--- src/source/eth_rx_settings.svh ---
`ifndef ETH_RX_SETTINGS_SVH
`define ETH_RX_SETTINGS_SVH

//////////////////////////////////////////////////
// Ethernet receive framing constants
//////////////////////////////////////////////////

// Preamble octet, repeated before the delimiter
`define ETH_PREAMBLE_BYTE 8'h55

// Start-of-frame delimiter that closes the preamble
`define ETH_SFD_BYTE 8'hd5

// Length of the frame check sequence in bytes
// Also the depth of the hold-back window in the packer
`define ETH_FCS_BYTES 4

`endif

--- src/source/eth_rx_pkg.sv ---
`default_nettype none

package eth_rx_pkg;

	// One GMII receive beat as sampled at the pins
	typedef struct packed {
		logic		dv;
		logic		er;
		logic [7:0]	rxd;
	} gmii_rx_t;

	// Byte stream out of the framer
	// sof and eof are single-cycle pulses that never carry data
	typedef struct packed {
		logic		valid;
		logic [7:0]	data;
		logic		sof;
		logic		eof;
		logic		err;
	} rx_byte_t;

	// Upper-layer word, first byte on the wire in the top byte
	typedef struct packed {
		logic		valid;
		logic [2:0]	bytes_valid;
		logic [31:0]	data;
	} rx_word_t;

	// End-of-frame record handed from the packer to the checker
	typedef struct packed {
		logic		eof;
		logic		err;
		logic [31:0]	part_data;
		logic [1:0]	part_count;
		logic [31:0]	crc;
		logic [31:0]	fcs;
		logic		long_enough;
	} rx_tail_t;

endpackage

`default_nettype wire

--- src/source/crc32_ethernet.sv ---
`timescale 1ns/1ps
`default_nettype none

module crc32_ethernet (
	input wire		gmii_rx_clk,
	input wire		rst,
	input wire		crc_reset,
	input wire		update,
	input wire [7:0]	din,
	output logic [31:0]	crc
);

	// 04c11db7 in its reflected, LSB-first form
	localparam logic [31:0] poly_reflected = 32'hedb88320;

	logic [31:0] crc_state;

	// Eight serial steps, bit 0 of the byte goes first as on the wire
	function automatic logic [31:0] crc_step(input logic [31:0] c, input logic [7:0] d);
		logic [31:0] r;
		r = c;
		for (int i = 0; i < 8; i++) begin
			if (r[0] ^ d[i])
				r = (r >> 1) ^ poly_reflected;
			else
				r = r >> 1;
		end
		return r;
	endfunction

	// Seed with all ones at the start of every frame
	always_ff @(posedge gmii_rx_clk) begin
		if (rst || crc_reset)
			crc_state <= '1;
		else if (update)
			crc_state <= crc_step(crc_state, din);
	end

	// Complemented, low byte first, so it lines up with the received FCS word
	assign crc = ~{crc_state[7:0], crc_state[15:8], crc_state[23:16], crc_state[31:24]};

endmodule

`default_nettype wire

--- src/source/gmii_rx_framer.sv ---
`timescale 1ns/1ps
`default_nettype none

`include "eth_rx_settings.svh"

module gmii_rx_framer (
	input wire			gmii_rx_clk,
	input wire			rst,
	input wire eth_rx_pkg::gmii_rx_t	gmii,
	input wire			link_up,
	output eth_rx_pkg::rx_byte_t	rx_byte
);
	import eth_rx_pkg::*;

	typedef enum logic [1:0] {
		rx_idle,
		rx_preamble,
		rx_data,
		rx_drop
	} rx_state_t;

	rx_state_t	state;
	gmii_rx_t	gmii_q;
	logic		err_seen;
	logic		sfd_hit;

	//////////////////////////////////////////////////
	// Input register

	// One flop stage on the GMII bus, only dv matters after reset
	always_ff @(posedge gmii_rx_clk) begin
		gmii_q <= gmii;
		if (rst)
			gmii_q.dv <= 1'b0;
	end

	// Clean delimiter beat with the link still up
	assign sfd_hit = gmii_q.dv && !gmii_q.er && link_up && (gmii_q.rxd == `ETH_SFD_BYTE);

	//////////////////////////////////////////////////
	// Receive state machine

	always_ff @(posedge gmii_rx_clk) begin
		if (rst) begin
			state		<= rx_idle;
			err_seen	<= 1'b0;
		end else begin
			case (state)
				// Only a clean 55 may open a frame
				rx_idle: begin
					if (gmii_q.dv) begin
						if (link_up && !gmii_q.er && (gmii_q.rxd == `ETH_PREAMBLE_BYTE))
							state <= rx_preamble;
						else
							state <= rx_drop;
					end
				end
				// Runts ending here vanish without any upper-layer activity
				rx_preamble: begin
					if (!gmii_q.dv)
						state <= rx_idle;
					else if (sfd_hit) begin
						state		<= rx_data;
						err_seen	<= 1'b0;
					end else if (gmii_q.er || !link_up || (gmii_q.rxd != `ETH_PREAMBLE_BYTE))
						state <= rx_drop;
				end
				rx_data: begin
					// Link loss cuts the frame short on this very beat
					if (!link_up)
						state <= gmii_q.dv ? rx_drop : rx_idle;
					else if (!gmii_q.dv)
						state <= rx_idle;
					else if (gmii_q.er)
						err_seen <= 1'b1;
				end
				// Skip the rest of a bad burst
				rx_drop: begin
					if (!gmii_q.dv)
						state <= rx_idle;
				end
				default: state <= rx_idle;
			endcase
		end
	end

	//////////////////////////////////////////////////
	// Byte strobes, decoded from state and the registered beat

	always_comb begin
		rx_byte = '0;
		rx_byte.data = gmii_q.rxd;
		case (state)
			rx_preamble: rx_byte.sof = sfd_hit;
			rx_data: begin
				rx_byte.valid	= gmii_q.dv && link_up;
				rx_byte.eof	= !gmii_q.dv || !link_up;
				// Error flag rides on the end pulse only
				rx_byte.err	= rx_byte.eof && (err_seen || !link_up);
			end
			default: ;
		endcase
	end

endmodule

`default_nettype wire

--- src/source/rx_word_packer.sv ---
`timescale 1ns/1ps
`default_nettype none

`include "eth_rx_settings.svh"

module rx_word_packer (
	input wire			gmii_rx_clk,
	input wire			rst,
	input wire eth_rx_pkg::rx_byte_t	rx_byte,
	output eth_rx_pkg::rx_word_t	word,
	output eth_rx_pkg::rx_tail_t	tail
);
	import eth_rx_pkg::*;

	logic [31:0]		crc_now;
	logic [31:0]		fcs_window;
	logic [3:0][31:0]	crc_hist;
	logic [31:0]		pack_data;
	logic [31:0]		pack_next;
	logic [1:0]		pack_pos;
	logic [31:0]		hold_data;
	logic			hold_valid;
	logic [2:0]		byte_cnt;
	logic			release_byte;

	crc32_ethernet u_crc (
		.gmii_rx_clk	(gmii_rx_clk),
		.rst		(rst),
		.crc_reset	(rx_byte.sof),
		.update		(rx_byte.valid),
		.din		(rx_byte.data),
		.crc		(crc_now)
	);

	// Oldest window byte leaves only once the window is full
	assign release_byte	= rx_byte.valid && (byte_cnt >= 3'(`ETH_FCS_BYTES));
	assign pack_next	= {pack_data[23:0], fcs_window[31:24]};

	//////////////////////////////////////////////////
	// Word sequencing and tail record

	always_ff @(posedge gmii_rx_clk) begin
		if (rst) begin
			word.valid	<= 1'b0;
			tail.eof	<= 1'b0;
			hold_valid	<= 1'b0;
			pack_pos	<= '0;
			byte_cnt	<= '0;
		end else begin
			word.valid	<= 1'b0;
			tail.eof	<= 1'b0;
			// Start marker travels as a word with no bytes
			if (rx_byte.sof) begin
				word		<= '{valid: 1'b1, bytes_valid: 3'd0, data: 32'd0};
				hold_valid	<= 1'b0;
				pack_pos	<= '0;
				byte_cnt	<= '0;
			end
			if (rx_byte.valid) begin
				// Saturating, only small counts matter
				if (byte_cnt != 3'd7)
					byte_cnt <= byte_cnt + 3'd1;
				if (release_byte) begin
					pack_pos <= pack_pos + 2'd1;
					// Word complete, so the previous one is safe to send
					if (pack_pos == 2'd3) begin
						hold_valid <= 1'b1;
						if (hold_valid)
							word <= '{valid: 1'b1, bytes_valid: 3'd4, data: hold_data};
					end
				end
			end
			if (rx_byte.eof) begin
				// Last full word goes out alongside the tail
				if (hold_valid)
					word <= '{valid: 1'b1, bytes_valid: 3'd4, data: hold_data};
				hold_valid		<= 1'b0;
				tail.eof		<= 1'b1;
				tail.err		<= rx_byte.err;
				tail.part_data		<= pack_data;
				tail.part_count		<= pack_pos;
				tail.crc		<= crc_hist[3];
				tail.fcs		<= fcs_window;
				tail.long_enough	<= byte_cnt > 3'(`ETH_FCS_BYTES);
			end
		end
	end

	//////////////////////////////////////////////////
	// Payload shifters

	always_ff @(posedge gmii_rx_clk) begin
		if (rx_byte.valid) begin
			fcs_window	<= {fcs_window[23:0], rx_byte.data};
			// CRC before each byte, slot 3 ends up four bytes behind
			crc_hist	<= {crc_hist[2:0], crc_now};
			if (release_byte)
				pack_data <= pack_next;
			if (release_byte && (pack_pos == 2'd3))
				hold_data <= pack_next;
		end
	end

endmodule

`default_nettype wire

--- src/source/rx_fcs_check.sv ---
`timescale 1ns/1ps
`default_nettype none

module rx_fcs_check (
	input wire			gmii_rx_clk,
	input wire			rst,
	input wire eth_rx_pkg::rx_word_t	word,
	input wire eth_rx_pkg::rx_tail_t	tail,
	output logic			rx_frame_start,
	output logic			rx_frame_data_valid,
	output logic [2:0]		rx_frame_bytes_valid,
	output logic [31:0]		rx_frame_data,
	output logic			rx_frame_commit,
	output logic			rx_frame_drop
);
	import eth_rx_pkg::*;

	typedef enum logic [1:0] {
		chk_idle,
		chk_tail_word,
		chk_verdict
	} chk_state_t;

	chk_state_t	state;
	rx_tail_t	tail_q;
	logic [31:0]	part_aligned;
	logic		fcs_ok;

	// Tail record is held until the verdict
	always_ff @(posedge gmii_rx_clk) begin
		if (tail.eof)
			tail_q <= tail;
	end

	// Partial word moves to the top bytes, zero filled below
	always_comb begin
		case (tail_q.part_count)
			2'd1:		part_aligned = {tail_q.part_data[7:0], 24'h0};
			2'd2:		part_aligned = {tail_q.part_data[15:0], 16'h0};
			default:	part_aligned = {tail_q.part_data[23:0], 8'h0};
		endcase
	end

	// Runt, errored or bad CRC frames all drop
	assign fcs_ok = tail_q.long_enough && !tail_q.err && (tail_q.crc == tail_q.fcs);

	//////////////////////////////////////////////////
	// Upper-layer output registers

	always_ff @(posedge gmii_rx_clk) begin
		if (rst) begin
			state			<= chk_idle;
			rx_frame_start		<= 1'b0;
			rx_frame_data_valid	<= 1'b0;
			rx_frame_bytes_valid	<= '0;
			rx_frame_commit		<= 1'b0;
			rx_frame_drop		<= 1'b0;
		end else begin
			rx_frame_start		<= 1'b0;
			rx_frame_data_valid	<= 1'b0;
			rx_frame_commit		<= 1'b0;
			rx_frame_drop		<= 1'b0;
			// Empty word is the start marker
			if (word.valid) begin
				if (word.bytes_valid == 3'd0)
					rx_frame_start <= 1'b1;
				else begin
					rx_frame_data_valid	<= 1'b1;
					rx_frame_bytes_valid	<= word.bytes_valid;
					rx_frame_data		<= word.data;
				end
			end
			case (state)
				chk_idle: begin
					if (tail.eof)
						state <= chk_tail_word;
				end
				// Slot after the last full word
				chk_tail_word: begin
					if (tail_q.part_count != 2'd0) begin
						rx_frame_data_valid	<= 1'b1;
						rx_frame_bytes_valid	<= {1'b0, tail_q.part_count};
						rx_frame_data		<= part_aligned;
					end
					state <= chk_verdict;
				end
				chk_verdict: begin
					rx_frame_commit	<= fcs_ok;
					rx_frame_drop	<= !fcs_ok;
					state		<= chk_idle;
				end
				default: state <= chk_idle;
			endcase
		end
	end

endmodule

`default_nettype wire

--- src/source/eth_rx_mac.sv ---
`timescale 1ns/1ps
`default_nettype none

module eth_rx_mac (
	input wire		gmii_rx_clk,
	input wire		rst,
	input wire		gmii_rx_dv,
	input wire		gmii_rx_er,
	input wire [7:0]	gmii_rxd,
	input wire		link_up,
	output wire		rx_frame_start,
	output wire		rx_frame_data_valid,
	output wire [2:0]	rx_frame_bytes_valid,
	output wire [31:0]	rx_frame_data,
	output wire		rx_frame_commit,
	output wire		rx_frame_drop
);
	import eth_rx_pkg::*;

	gmii_rx_t	gmii_bus;
	rx_byte_t	rx_byte;
	rx_word_t	word;
	rx_tail_t	tail;

	assign gmii_bus = '{dv: gmii_rx_dv, er: gmii_rx_er, rxd: gmii_rxd};

	//////////////////////////////////////////////////
	// Framer, packer, checker in a straight line

	gmii_rx_framer u_framer (
		.gmii_rx_clk	(gmii_rx_clk),
		.rst		(rst),
		.gmii		(gmii_bus),
		.link_up	(link_up),
		.rx_byte	(rx_byte)
	);

	rx_word_packer u_packer (
		.gmii_rx_clk	(gmii_rx_clk),
		.rst		(rst),
		.rx_byte	(rx_byte),
		.word		(word),
		.tail		(tail)
	);

	rx_fcs_check u_check (
		.gmii_rx_clk		(gmii_rx_clk),
		.rst			(rst),
		.word			(word),
		.tail			(tail),
		.rx_frame_start		(rx_frame_start),
		.rx_frame_data_valid	(rx_frame_data_valid),
		.rx_frame_bytes_valid	(rx_frame_bytes_valid),
		.rx_frame_data		(rx_frame_data),
		.rx_frame_commit	(rx_frame_commit),
		.rx_frame_drop		(rx_frame_drop)
	);

endmodule

`default_nettype wire

--- config.mk ---
export PLATFORM = sky130hd
export DESIGN_NAME = eth_rx_mac
export DESIGN_NICKNAME = d
export VERILOG_FILES = /design/src/source/eth_rx_pkg.sv /design/src/source/crc32_ethernet.sv /design/src/source/gmii_rx_framer.sv /design/src/source/rx_word_packer.sv /design/src/source/rx_fcs_check.sv /design/src/source/eth_rx_mac.sv
export VERILOG_INCLUDE_DIRS = /design/src /design/src/source
export SDC_FILE = /design/constraint.sdc
export NUM_CORES = 1
export LEC_CHECK = 0
export BUFFER_PORTS_ARGS = -buffer_cell sky130_fd_sc_hd__buf_2
export CAP_MARGIN = 10
export CORE_ASPECT_RATIO = 1.2
export CORE_MARGIN = 4
export CORE_UTILIZATION = 50
export DETAILED_ROUTE_END_ITERATION = 7
export GPL_ROUTABILITY_DRIVEN = 0
export PLACE_DENSITY = 0.66
export RECOVER_POWER = 25
export SLEW_MARGIN = 0
export SYNTH_ARGS = -nofsm -noshare
export SYNTH_HDL_FRONTEND = slang
export SYNTH_SLANG_ARGS = --single-unit
--- constraint.sdc ---
create_clock -name gmii_rx_clk -period 8.45 [get_ports gmii_rx_clk]
set_input_delay 0.845 -clock gmii_rx_clk [delete_from_list [all_inputs] [get_ports gmii_rx_clk]]
set_output_delay 0.845 -clock gmii_rx_clk [all_outputs]
set_load 0.01 [all_outputs]
==> impl_results.md <==
* Most common cell after layout, fill and taps aside: edfxtp_1
* CTS tree: built
* CP Max Fanout at 94
* Yosys top cell area share at 75.3%
* ANT nets after route at 0
* Final nets at between 1000 and 1500
* # IOs at 52
* Clock sinks at 529
* Sw Share at between 10% and 20%
* Die Ht at between 200 and 250 um
* Synth area leader: edfxtp_1
* Slew headroom at between 20% and 30%
* P&R area growth vs syn at 13.0%
* Tot GR Track Use at about 14%
* NetSw at 1.01 mW
* Cell Area, Placed at approximately 19000 um^2
* Top cells by area, synth: edfxtp_1 75%, dfxtp_1 6.7%, xnor2_1 3.7%
* Initial Utilization at about half
* IO Port Bufs at around 50
* Synth Warn # at 0
* Worst-path cell chain: nor2b_1, nand3_2, inv_6, buf_4
* Worst path depth at 4
* Synth Area per Inst at 18.2 um^2
* Skew final at roughly 0.02 ns
* Longest Clk Path Bufs at 3
* Die Area at between 40000 and 50000 um^2
* Highest Clock Rate at between 200 and 300 MHz
* RSZ-0062 raised after global routing: false
* Clock buffer count from CTS at between 40 and 50
* Die width at between 150 and 200 um
* Final WL at ~28000 um
* Clock power share at 41.4%
* # diodes at 0
* Final instance area at around 21000 um^2
* Worst skew pair latency at 0.56 ns
* Root Buffer: clkbuf_16
* First-pass GRT wire length at between 40000 and 50000 um
* Min-Delay Path Class: input pin to flip-flop
* Crit Path Category: flip-flop to flip-flop
* GRT overflow at 0
* Antenna violations before repair at 1
* Post-CTS Repair Setup Buffers at 0
* Internal at ~4.2 mW
* Pre-antenna DRT Iters at 4
* Core area at between 30000 and 40000 um^2
* H-tree depth at 2
* # setup viols final at 0
* Setup TNS at 0 ns
* Worst Tran Pin Value at 1.17 ns
* Clock transition at path regs at approximately 0.060 ns
* Leak at between 7 and 8 nW
* WP buf/inv at 2
* Min Tclk post-route at 3.87 ns
* Fin crit share at between 40% and 50%
* Hold_buf cts at 0
* CP arrival at 4.04 ns
* Critical-path top delay cell: inv_6
* Drt drc at 0
* Post-CTS Resized at 0
* Largest net degree at the start of global routing at 95
* Yosys cell types at 45
* Hold path cells at 1
* Register area share after synthesis at ~82%
* Syn Std Cell Area at between 15000 and 20000 um^2
* Final hold violation count at 0
* Mapped Cells at roughly 1000
* Final Slew Violations at 0
* Peak supply drop at between 0.00015 and 0.0002 V
* Worst stage delay on the critical path at roughly 0.98 ns
* Wirelength per Cell at 17.7 um
* Initial DRC count at 567
* Via count at between 8000 and 9000
* Vias per inst at about 5.2
* Worst path required time at 8.62 ns
* Gate power share at about 3.0%
* #FFs+latches synth at 529
* Layout Utilization at between 50% and 60%
* Vias in the first global route at about 8500
* CP Launch Type: flip-flop
* Commonest cells after routing, fill and taps aside: 467 x edfxtp_1, 78 x xnor2_1, 61 x nand2_1, 61 x dfxtp_1
* Crit. End Element: flip-flop
* Status: completed
* PD cells at 247 nW/um^2
* Layout cell share with drive strength beyond 1 at roughly 14%
* Reg2Reg Depth at 4
* Final HPWL DP at around 17000 um
* Part of the power in registers at a little under three fifths
* CP top delay family: buffers and inverters
* Row count at 77
* Synth Net Count at roughly 1000
* Total of max-cap violations at 0
## state kept, by name (all words and copies together), names as in the netlist, 2 cells and up
signal	count
u_framer.state	2
u_framer.rx_byte	8
u_packer.byte_cnt	3
u_check.state	2
u_packer.hold_data	32
u_packer.word	36
u_packer.fcs_window	32
u_check.rx_frame_data	32
u_packer.crc_hist	128
u_check.tail_q	92
u_packer.u_crc.crc_state	32
u_framer.gmii_q	2
u_check.rx_frame_bytes_valid	3
u_packer.pack_data	24
u_packer.pack_pos	2
u_packer.tail	93
## synthesized netlist by cell type
cell,instances
edfxtp_1,467
xnor2_1,78
dfxtp_1,62
nand2_1,61
inv_1,38
o211ai_1,38
a22o_1,32
clkbuf_1,32
o21ai_0,17
mux2i_1,16
a21oi_1,15
nand3_1,13
nand2b_1,12
a211oi_1,11
xor2_1,11
and2_1,10
xnor2_2,10
a22oi_1,9
a31oi_1,9
nand3b_1,9
nand4_1,9
nor2_1,9
ha_1,7
nor2b_1,7
nor3b_1,6
buf_2,4
and3_1,3
buf_1,3
nor3_1,3
a221oi_1,2
a31o_1,2
and2_0,2
nor4b_1,2
xnor2_4,2
a21o_1,1
and4_1,1
inv_2,1
nor4_1,1
nor4bb_1,1
o211ai_2,1
o21a_1,1
o311ai_1,1
or2_0,1
or3_1,1
xnor3_1,1
## layer usage
layer	track usage (%)	part of all wire, %	vias up
met1	18.4	43	4067
li1	-	-	4015
met2	24.9	50	170
met4	4.71	2.4	2
met5	0	0.025	-
met3	2.67	4.3	51
## power groups by stage
stage               registers [mW]  logic [mW]  clock network, mW
floorplan                     2.94       0.112                  0
global placement              2.94       0.157                  0
detailed placement            2.94       0.159                  0
CTS                           2.89       0.160               2.22
global route                  2.89       0.172               2.33
finish                        2.89       0.157               2.15
## stage by stage
| stage | power (mW) | cells | worst slack (ns) | hold slack (ns) |
|---|---|---|---|---|
| detailed placement | 3.10 | 1518 | 4.27 | 0.405 |
| finish | 5.20 | 1609 | 4.58 | 0.390 |
| floorplan | 3.06 | 1022 | 2.30 | 0.400 |
| global route | 5.39 | 1609 | 4.11 | 0.363 |
| CTS | 5.27 | 1609 | 4.50 | 0.357 |
| global placement | 3.10 | 1518 | 4.29 | 0.400 |
## area by class of cell
type,instances,area (um^2)
Fill cell,2805,15800
Sequential cell,529,15300
Multi-Input combinational cell,415,3090
Clock buffer,59,1310
Tap cell,474,593
Timing Repair Buffer,61,330
Clock inverter,32,295
Inverter,39,151
## worst reg2reg max path, delay by kind of cell, from the launching register on
kind | cells | cell delay (ns)
buffers and inverters | 2 | 1.93
DFF | 1 | 0.37
and+or+nand+nor | 2 | 1.15
## path summary, 6_finish.rpt
check | endpoint | start | slack [ns]
worst max-delay path | u_packer.fcs_window[5] | u_framer.state[1] | 4.58
worst min-delay path | u_framer.rx_byte[4] | gmii_rxd[1] | 0.39
worst max register to register | u_packer.fcs_window[5] | u_framer.state[1] | 4.58
worst min register to register | u_check.tail_q[48] | u_packer.tail[48] | 0.41
## logic make-up (layout without fill, tap and decap cells)
logic type / count (synthesis) / in the layout / share of synthesized area (%)
XOR/XNOR: 102 / 102 / 5.48
adder cells (fa/ha/maj): 7 / 7 / 0.471
multiplexers: 16 / 16 / 0.860
buffers and inverters: 78 / 191 / 1.60
AO/OA/AOI/OAI: 139 / 139 / 5.39
AND/OR/NAND/NOR: 151 / 151 / 4.19
flip-flops: 529 / 529 / 82.0
(Power assumes the default switching activity.)
